$ cat src/mips_cfg.svh
// shared configuration macros for the multicycle MIPS core
// include this wherever widths, the register count or the start address are needed

`ifndef MIPS_CFG_SVH
`define MIPS_CFG_SVH

// first instruction is fetched from here after reset
`define MIPS_RESET_VECTOR 32'hBFC0_0000

// data path and address width
`define MIPS_XLEN 32

// architectural register count
`define MIPS_NREGS 32

// width of a register specifier in the instruction word
`define MIPS_REG_AW 5

`endif

$ cat src/mips_pkg.sv
// types shared by the MIPS core blocks
// refer to them by scoped name, e.g. mips_pkg::state_t

`default_nettype none

package mips_pkg;

    // multicycle controller states
    typedef enum logic [2:0] {
        STATE_FETCH     = 3'd0,
        STATE_EXECUTE   = 3'd1,
        STATE_MEMORY    = 3'd2,
        STATE_WRITEBACK = 3'd3,
        STATE_HALT      = 3'd4
    } state_t;

    // primary opcodes, bits 31:26 of the instruction
    typedef enum logic [5:0] {
        OPCODE_RTYPE = 6'b00_0000,
        OPCODE_J     = 6'b00_0010,
        OPCODE_JAL   = 6'b00_0011,
        OPCODE_ADDIU = 6'b00_1001,
        OPCODE_LW    = 6'b10_0011,
        OPCODE_SW    = 6'b10_1011
    } opcode_t;

    // function field of R-type instructions, bits 5:0
    typedef enum logic [5:0] {
        FUNCT_JR   = 6'b00_1000,
        FUNCT_ADDU = 6'b10_0001
    } funct_t;

    typedef enum logic {
        ALU_ADD    = 1'b0,   // modulo 2^32 sum, no overflow trap
        ALU_PASS_B = 1'b1    // used for the JAL link value
    } alu_op_t;

endpackage

`default_nettype wire

$ cat src/mips_bus_unit.sv
// Avalon-MM master side of the core
// turns the controller's held requests into bus strobes and reports acceptance;
// read data is captured so it stays valid after the slave moves on

`timescale 1ns/1ps
`default_nettype none

`include "mips_cfg.svh"

module mips_bus_unit (
    input  logic                  clk,
    input  logic                  reset,
    input  logic                  req_read,
    input  logic                  req_write,
    input  logic [`MIPS_XLEN-1:0] req_addr,
    input  logic [`MIPS_XLEN-1:0] req_wdata,
    input  logic                  waitrequest,
    input  logic [`MIPS_XLEN-1:0] readdata,
    output logic [`MIPS_XLEN-1:0] address,
    output logic                  read,
    output logic                  write,
    output logic [`MIPS_XLEN-1:0] writedata,
    output logic [3:0]            byteenable,
    output logic                  done,
    output logic [`MIPS_XLEN-1:0] rdata
);

    logic                  read_pending;   // readdata is on the bus this cycle
    logic [`MIPS_XLEN-1:0] rdata_q;
    logic                  any_req;

    assign any_req = (req_read || req_write) && !reset;

    // the controller already holds its request steady until acceptance, so the
    // payload goes straight onto the bus and the strobes stay low only in reset
    assign read      = req_read && !reset;
    assign write     = req_write && !reset;
    assign address   = req_addr;
    assign writedata = req_wdata;

    assign byteenable = any_req ? 4'b1111 : 4'b0000;   // word accesses only

    assign done = any_req && !waitrequest;   // one pulse in the accepting cycle

    always_ff @(posedge clk) begin
        if (reset) begin
            read_pending <= 1'b0;
        end else begin
            read_pending <= req_read && !waitrequest;
        end
    end

    always_ff @(posedge clk) begin
        if (read_pending) begin
            rdata_q <= readdata;
        end
    end

    // fixed latency of one, so the word is taken live in the cycle after
    // acceptance and from the holding register later on
    assign rdata = read_pending ? readdata : rdata_q;

endmodule

`default_nettype wire

$ cat src/mips_control.sv
// multicycle controller: FETCH, EXECUTE, MEMORY, WRITEBACK and HALT
// owns the PC and instruction register, decodes the instruction and
// steers the register file, ALU and bus requests

`timescale 1ns/1ps
`default_nettype none

`include "mips_cfg.svh"

module mips_control (
    input  logic                    clk,
    input  logic                    reset,
    input  logic                    bus_done,
    input  logic [`MIPS_XLEN-1:0]   bus_rdata,
    output logic                    bus_req_read,
    output logic                    bus_req_write,
    output logic [`MIPS_XLEN-1:0]   bus_addr,
    output logic [`MIPS_XLEN-1:0]   bus_wdata,
    output logic [`MIPS_REG_AW-1:0] rs_addr,
    output logic [`MIPS_REG_AW-1:0] rt_addr,
    output logic [`MIPS_REG_AW-1:0] wr_addr,
    output logic                    wr_en,
    output logic [`MIPS_XLEN-1:0]   wr_data,
    input  logic [`MIPS_XLEN-1:0]   rs_val,
    input  logic [`MIPS_XLEN-1:0]   rt_val,
    output mips_pkg::alu_op_t       alu_op,
    output logic [`MIPS_XLEN-1:0]   alu_b,
    input  logic [`MIPS_XLEN-1:0]   alu_result,
    output logic                    active
);

    localparam logic [`MIPS_REG_AW-1:0] link_reg = `MIPS_REG_AW'(31);

    mips_pkg::state_t      state;
    mips_pkg::opcode_t     opcode;
    mips_pkg::funct_t      funct;
    logic [`MIPS_XLEN-1:0] pc;
    logic [`MIPS_XLEN-1:0] ir;
    logic [`MIPS_XLEN-1:0] instr;
    logic [`MIPS_XLEN-1:0] next_pc;
    logic [`MIPS_XLEN-1:0] imm_ext;
    logic [`MIPS_REG_AW-1:0] rd_addr;
    logic [25:0]           target;
    logic                  is_addu;
    logic                  is_jr;
    logic                  is_jump;
    logic                  is_mem;

    // the fetched word is decoded straight from the bus during EXECUTE
    assign instr = (state == mips_pkg::STATE_EXECUTE) ? bus_rdata : ir;

    assign opcode  = mips_pkg::opcode_t'(instr[31:26]);
    assign funct   = mips_pkg::funct_t'(instr[5:0]);
    assign rs_addr = instr[25:21];
    assign rt_addr = instr[20:16];
    assign rd_addr = instr[15:11];
    assign target  = instr[25:0];
    assign imm_ext = {{(`MIPS_XLEN-16){instr[15]}}, instr[15:0]};

    assign is_addu = (opcode == mips_pkg::OPCODE_RTYPE) && (funct == mips_pkg::FUNCT_ADDU);
    assign is_jr   = (opcode == mips_pkg::OPCODE_RTYPE) && (funct == mips_pkg::FUNCT_JR);
    assign is_jump = (opcode == mips_pkg::OPCODE_J) || (opcode == mips_pkg::OPCODE_JAL);
    assign is_mem  = (opcode == mips_pkg::OPCODE_LW) || (opcode == mips_pkg::OPCODE_SW);

    assign active = (state != mips_pkg::STATE_HALT);

    always_comb begin
        alu_op = mips_pkg::ALU_ADD;   // rs plus immediate covers ADDIU, LW and SW
        alu_b  = imm_ext;
        if (is_addu) begin
            alu_b = rt_val;
        end else if (opcode == mips_pkg::OPCODE_JAL) begin
            // pc already points past the JAL, which is the link address
            alu_op = mips_pkg::ALU_PASS_B;
            alu_b  = pc;
        end
    end

    always_comb begin
        wr_en   = 1'b0;
        wr_addr = rd_addr;
        wr_data = alu_result;
        if (state == mips_pkg::STATE_EXECUTE) begin
            if (is_addu) begin
                wr_en = 1'b1;
            end else if (opcode == mips_pkg::OPCODE_ADDIU) begin
                wr_en   = 1'b1;
                wr_addr = rt_addr;
            end else if (opcode == mips_pkg::OPCODE_JAL) begin
                wr_en   = 1'b1;
                wr_addr = link_reg;
            end
        end else if (state == mips_pkg::STATE_WRITEBACK) begin
            wr_en   = 1'b1;   // load result lands in rt
            wr_addr = rt_addr;
            wr_data = bus_rdata;
        end
    end

    // the data address stays valid through MEMORY because ir and the
    // source register do not change until the access completes
    always_comb begin
        bus_req_read  = (state == mips_pkg::STATE_FETCH) ||
                        (state == mips_pkg::STATE_MEMORY && opcode == mips_pkg::OPCODE_LW);
        bus_req_write = (state == mips_pkg::STATE_MEMORY) && (opcode == mips_pkg::OPCODE_SW);
        bus_addr      = (state == mips_pkg::STATE_FETCH) ? pc : alu_result;
        bus_wdata     = rt_val;
    end

    always_comb begin
        next_pc = pc;
        if (is_jump) begin
            next_pc = {pc[`MIPS_XLEN-1:28], target, 2'b00};
        end else if (is_jr) begin
            next_pc = rs_val;
        end
    end

    always_ff @(posedge clk) begin
        if (reset) begin
            state <= mips_pkg::STATE_FETCH;
            pc    <= `MIPS_RESET_VECTOR;
            ir    <= '0;   // decodes as a harmless shift by zero
        end else begin
            case (state)
                mips_pkg::STATE_FETCH: begin
                    if (bus_done) begin
                        pc    <= pc + `MIPS_XLEN'd4;
                        state <= mips_pkg::STATE_EXECUTE;
                    end
                end
                mips_pkg::STATE_EXECUTE: begin
                    ir <= bus_rdata;
                    pc <= next_pc;
                    if (is_mem) begin
                        state <= mips_pkg::STATE_MEMORY;
                    end else if (next_pc == '0) begin
                        state <= mips_pkg::STATE_HALT;   // program returned to address zero
                    end else begin
                        state <= mips_pkg::STATE_FETCH;
                    end
                end
                mips_pkg::STATE_MEMORY: begin
                    if (bus_done) begin
                        state <= (opcode == mips_pkg::OPCODE_LW) ? mips_pkg::STATE_WRITEBACK
                                                                 : mips_pkg::STATE_FETCH;
                    end
                end
                mips_pkg::STATE_WRITEBACK: state <= mips_pkg::STATE_FETCH;
                default: state <= mips_pkg::STATE_HALT;   // stays here until reset
            endcase
        end
    end

endmodule

`default_nettype wire

$ cat src/mips_alu.sv
// integer ALU for the core
// a is always rs; the controller picks b and the operation

`timescale 1ns/1ps
`default_nettype none

`include "mips_cfg.svh"

module mips_alu (
    input  mips_pkg::alu_op_t     op,
    input  logic [`MIPS_XLEN-1:0] a,
    input  logic [`MIPS_XLEN-1:0] b,
    output logic [`MIPS_XLEN-1:0] result
);

    logic [`MIPS_XLEN-1:0] sum;

    // unsigned wrap-around, ADDU and ADDIU never trap
    assign sum = a + b;

    always_comb begin
        case (op)
            mips_pkg::ALU_ADD: begin
                result = sum;
            end
            mips_pkg::ALU_PASS_B: begin
                result = b;   // link value for JAL
            end
            default: begin
                result = sum;
            end
        endcase
    end

endmodule

`default_nettype wire

$ cat src/mips_reg_file.sv
// general purpose register file with two read ports and one write port
// register 0 reads as zero and register 2 is exposed as register_v0

`timescale 1ns/1ps
`default_nettype none

`include "mips_cfg.svh"

module mips_reg_file (
    input  logic                    clk,
    input  logic                    reset,
    input  logic [`MIPS_REG_AW-1:0] rs_addr,
    input  logic [`MIPS_REG_AW-1:0] rt_addr,
    input  logic [`MIPS_REG_AW-1:0] wr_addr,
    input  logic                    wr_en,
    input  logic [`MIPS_XLEN-1:0]   wr_data,
    output logic [`MIPS_XLEN-1:0]   rs_val,
    output logic [`MIPS_XLEN-1:0]   rt_val,
    output logic [`MIPS_XLEN-1:0]   register_v0
);

    logic [`MIPS_XLEN-1:0] regs [`MIPS_NREGS];

    always_ff @(posedge clk) begin
        if (reset) begin
            for (int i = 0; i < `MIPS_NREGS; i++) begin
                regs[i] <= '0;
            end
        end else if (wr_en && wr_addr != '0) begin
            regs[wr_addr] <= wr_data;   // writes to $zero are dropped
        end
    end

    assign rs_val = regs[rs_addr];   // asynchronous read, new value visible next cycle
    assign rt_val = regs[rt_addr];

    assign register_v0 = regs[2];

endmodule

`default_nettype wire

$ cat src/mips_cpu_bus.sv
// top level of the multicycle MIPS core with an Avalon-MM master port
// active drops once the program jumps to address zero

`timescale 1ns/1ps
`default_nettype none

`include "mips_cfg.svh"

module mips_cpu_bus (
    input  logic                  clk,
    input  logic                  reset,
    output logic                  active,
    output logic [`MIPS_XLEN-1:0] register_v0,

    output logic [`MIPS_XLEN-1:0] address,
    output logic                  write,
    output logic                  read,
    input  logic                  waitrequest,
    output logic [`MIPS_XLEN-1:0] writedata,
    output logic [3:0]            byteenable,
    input  logic [`MIPS_XLEN-1:0] readdata
);

    logic                    bus_req_read;
    logic                    bus_req_write;
    logic [`MIPS_XLEN-1:0]   bus_addr;
    logic [`MIPS_XLEN-1:0]   bus_wdata;
    logic                    bus_done;
    logic [`MIPS_XLEN-1:0]   bus_rdata;
    logic [`MIPS_REG_AW-1:0] rs_addr;
    logic [`MIPS_REG_AW-1:0] rt_addr;
    logic [`MIPS_REG_AW-1:0] wr_addr;
    logic                    wr_en;
    logic [`MIPS_XLEN-1:0]   wr_data;
    logic [`MIPS_XLEN-1:0]   rs_val;
    logic [`MIPS_XLEN-1:0]   rt_val;
    mips_pkg::alu_op_t       alu_op;
    logic [`MIPS_XLEN-1:0]   alu_b;
    logic [`MIPS_XLEN-1:0]   alu_result;

    mips_bus_unit bus_unit0 (
        .clk        (clk),
        .reset      (reset),
        .req_read   (bus_req_read),
        .req_write  (bus_req_write),
        .req_addr   (bus_addr),
        .req_wdata  (bus_wdata),
        .waitrequest(waitrequest),
        .readdata   (readdata),
        .address    (address),
        .read       (read),
        .write      (write),
        .writedata  (writedata),
        .byteenable (byteenable),
        .done       (bus_done),
        .rdata      (bus_rdata)
    );

    mips_control control0 (
        .clk          (clk),
        .reset        (reset),
        .bus_done     (bus_done),
        .bus_rdata    (bus_rdata),
        .bus_req_read (bus_req_read),
        .bus_req_write(bus_req_write),
        .bus_addr     (bus_addr),
        .bus_wdata    (bus_wdata),
        .rs_addr      (rs_addr),
        .rt_addr      (rt_addr),
        .wr_addr      (wr_addr),
        .wr_en        (wr_en),
        .wr_data      (wr_data),
        .rs_val       (rs_val),
        .rt_val       (rt_val),
        .alu_op       (alu_op),
        .alu_b        (alu_b),
        .alu_result   (alu_result),
        .active       (active)
    );

    // operand a is always the rs register
    mips_alu alu0 (
        .op    (alu_op),
        .a     (rs_val),
        .b     (alu_b),
        .result(alu_result)
    );

    mips_reg_file reg_file0 (
        .clk        (clk),
        .reset      (reset),
        .rs_addr    (rs_addr),
        .rt_addr    (rt_addr),
        .wr_addr    (wr_addr),
        .wr_en      (wr_en),
        .wr_data    (wr_data),
        .rs_val     (rs_val),
        .rt_val     (rt_val),
        .register_v0(register_v0)
    );

endmodule

`default_nettype wire

$ cat config.mk
export PLATFORM = sky130hd
export DESIGN_NAME = mips_cpu_bus
export DESIGN_NICKNAME = d
export VERILOG_FILES = /design/src/mips_pkg.sv /design/src/mips_bus_unit.sv /design/src/mips_control.sv /design/src/mips_alu.sv /design/src/mips_reg_file.sv /design/src/mips_cpu_bus.sv
export VERILOG_INCLUDE_DIRS = /design/src
export SDC_FILE = /design/constraint.sdc
export NUM_CORES = 2
export LEC_CHECK = 0
export ABC_AREA = 1
export BUFFER_PORTS_ARGS = -buffer_cell sky130_fd_sc_hd__buf_4
export CAP_MARGIN = 40
export CORE_ASPECT_RATIO = 1.75
export CORE_MARGIN = 5
export CORE_UTILIZATION = 55
export CTS_CLUSTER_DIAMETER = 120
export CTS_CLUSTER_SIZE = 16
export DETAILED_ROUTE_END_ITERATION = 8
export PLACE_DENSITY = 0.71
export SLEW_MARGIN = 20
export SYNTH_ARGS = -nofsm -noshare
export SYNTH_HDL_FRONTEND = slang
export SYNTH_HIERARCHICAL = 1
export SYNTH_SLANG_ARGS = --single-unit
$ cat constraint.sdc
create_clock -name clk -period 11.4 [get_ports clk]
set_clock_uncertainty 0.15 [all_clocks]
set_input_delay 1.14 -clock clk [delete_from_list [all_inputs] [get_ports clk]]
set_output_delay 1.14 -clock clk [all_outputs]
set_load 0.01 [all_outputs]
==> metrics <==
largest net degree at the start of global routing 142; CORE AREA 121000 µm²; met3 wire length 38070 µm; postcts setup bufs 0; Post-Synthesis Cells 9007; final setup fails 0; CTS max path bufs 3; filler cell count 11080; overall routed net length 282400 µm; pre-CTS setup slack 2239 ps; critical path arrival 8380 ps; Initial DRC Count 10350; final worst slack 1728 ps; # rows 169; I/O Buffers 137; Clock Latency Late Sink 720 ps; Worst Hold Launch bus_unit0/rdata_q[28]; met2 wire length 126000 µm; total power 13.44 mW; WP data required 10110 ps; FF+latch count, synth 1124; Clock Tree Root clkbuf_16; P&R area growth vs syn 5.570%; Crit Path Max Fanout 67; # IOs 138; Max Cap Viol 0; Fin. Hold Viols 0; Die Span Y 471.1 µm; worst-margin pin slew 993.3 ps; xor/xnor share of the synthesized area 0.002621; Synth Area in Compound Gates 0.02589; YS warnings 6; Avg Inst Size Synth 7.419 µm²; CP Capture Type output pin; total grt overflow 0; commonest non-fill, non-tap cells in the layout 3493 x nand2_1, 1673 x nand3_1, 1116 x nor2_1; # clock sinks 1124; die area 128800 µm²; Die W 273.5 µm; # nets final 8718; design area 70550 µm²; FMAX 0.1034 GHz; dpl hpwl 175700 µm; hold_buf cts 0; mux cell area share after synthesis 0; dominant cells by area after synthesis edfxtp_1 46%, nand2_1 20%, nand3_1 13%, nor2_1 6.3%, dfxtp_1 3.0%; kind of critical path reg -> out; DRC 0; Syn Std Cell Area 66820 µm²; initial antenna violation count 5; vias per cell 6.389; top sig layer met5; area leader, netlist edfxtp_1; CTS tree built; Post-synth ARST share 0; Total GRT Usage 0.4231; sequential share of the synthesized area 0.4901; peak supply drop 0.1429 mV; share of layout cells above drive strength 1 0.06588; Startpoint Class register; Sequential Area 32750 µm²; RSZ-0062 raised after global routing no; status finished, final reports clean; area share of the largest cell type after synthesis 0.4602; TNS Setup 0 ps; Initial Util 0.5525; pins over their slew limit 0; Power Density 190.5 nW/µm²; max_slew headroom 0.3378; EDFF count, synth 1024; Post-Synth Simple-Gate Area 0.3969; Via Count 65890; Yosys cell types 54; area share of fa/ha/maj cells after synthesis 0.006291; Placed Area 68220 µm²; DR WL/cell 27.38 µm; Period minus WS final 9672 ps; gpl congestion 1.092; most common cell after layout, fill and taps aside nand2_1; TritonRoute pass-1 iters 9; number of global-route vias before repair 61820; first-pass GRT wire length 405000 µm; Clock transition at path regs 80 ps; Crit. Startpoint bus_unit0/read_pending; Pleak 30.19 nW; area occupied by multi-input gates 29070 µm²; H-tree levels 3; r2r startpoint bus_unit0/read_pending; Antenna Nets Post-Route 0; Inserted Clock Buffers 80; WL met1 88550 µm; Synth Flop Type edfxtp_1; largest family of logic cells by synthesized area simple AND/OR/NAND/NOR gates; Gates resized, CTS repair 0; Worst Hold Class reg -> reg; Tcrit/Tclk final 0.8484
[power breakdown]
group | total, mW | switching [mW] | internal, mW
clock | 2.79 | 1.47 | 1.32
combinational | 5.90 | 4.54 | 1.36
sequential | 4.75 | 0.100 | 4.65
[state kept, by name, indices dropped and copies added, names as in the netlist]
name / count
reg_file0/regs: 1024
bus_unit0/rdata_q: 32
control0/ir: 32
control0/pc: 32
control0/state: 3
bus_unit0/read_pending: 1
[stage by stage]
stage,cells,util,hold WS [ps]
after global routing,10310,0.5832,322.4
after CTS,10300,0.5823,299.6
final,10310,0.5833,297.7
after floorplan,9038,-,277.2
after detailed placement,10190,0.5641,289.4
after global placement,10150,0.5588,284.5
[logic make-up after synthesis]
family	Yosys count
AOI/OAI and AO/OA	278
xor gates and xnor gates	20
adders and majority gates	33
buffers and inverters	1134
DFF	1124
other	1
and+or+nand+nor	6417
[area by class of cell]
class | count | share of cell area
Clock inverter | 4 | 0.0007094
Clock buffer | 111 | 0.03063
Tap cell | 1624 | 0.02880
Antenna cell | 6 | 0.0002128
Sequential cell | 1124 | 0.4643
Timing Repair Buffer | 340 | 0.04498
Multi-Input combinational cell | 6780 | 0.4120
Inverter | 324 | 0.01837
[cell usage after synthesis, drive strengths merged (2+ instances only)]
| library cell | instances |
|---|---|
| a21oi | 38 |
| a31oi | 9 |
| buf | 323 |
| clkbuf | 487 |
| clkinv | 2 |
| dfxtp | 100 |
| edfxtp | 1024 |
| ha | 32 |
| inv | 322 |
| nand2 | 3547 |
| nand3 | 1682 |
| nand3b | 8 |
| nand4 | 13 |
| nor2 | 1129 |
| nor3 | 30 |
| nor4 | 2 |
| o2111ai | 7 |
| o211ai | 10 |
| o21a | 5 |
| o21ai | 171 |
| o21bai | 3 |
| o221ai | 25 |
| o22a | 5 |
| or2 | 4 |
| xnor2 | 10 |
| xor2 | 10 |
[worst max-delay path: stages (launching register included)]
cell     delay [ps]
dfxtp_2         800
buf_4           400
nand2_1         120
o21ai_2          80
inv_1           290
nand2_1         150
o21ai_0         270
inv_6           770
inv_6           490
buf_4           530
nand3_1         210
nand2_1          80
nand2_1         160
nand2_1         160
nand2_1         100
nand2_1         210
ha_1            510
nand2_1         160
nor2_1          370
nand2_1         280
nor2_1          320
nand2_1         360
nand3_1         190
nand3_1         100
nand2_1         110
nand2_1          60
o21ai_0         100
buf_4           150
[routing by layer]
layer  vias to the layer above  global-route usage
met5                         -                   0
met4                         4              0.3536
met3                      1481              0.1086
met2                      5528              0.6550
met1                     30420              0.4907
li1                      28450                   -
[path summary, 6_finish.rpt]
path / endpoint / slack, ps / cells past startpoint
worst max-delay path: address[28] / 1730 / 27
worst min-delay path: bus_unit0/rdata_q[28] / 300 / 2
worst max register to register: reg_file0/regs[11][28] / 2650 / 30
worst min register to register: bus_unit0/rdata_q[28] / 300 / 2
Note: power is estimated with default switching activity, not from simulation.
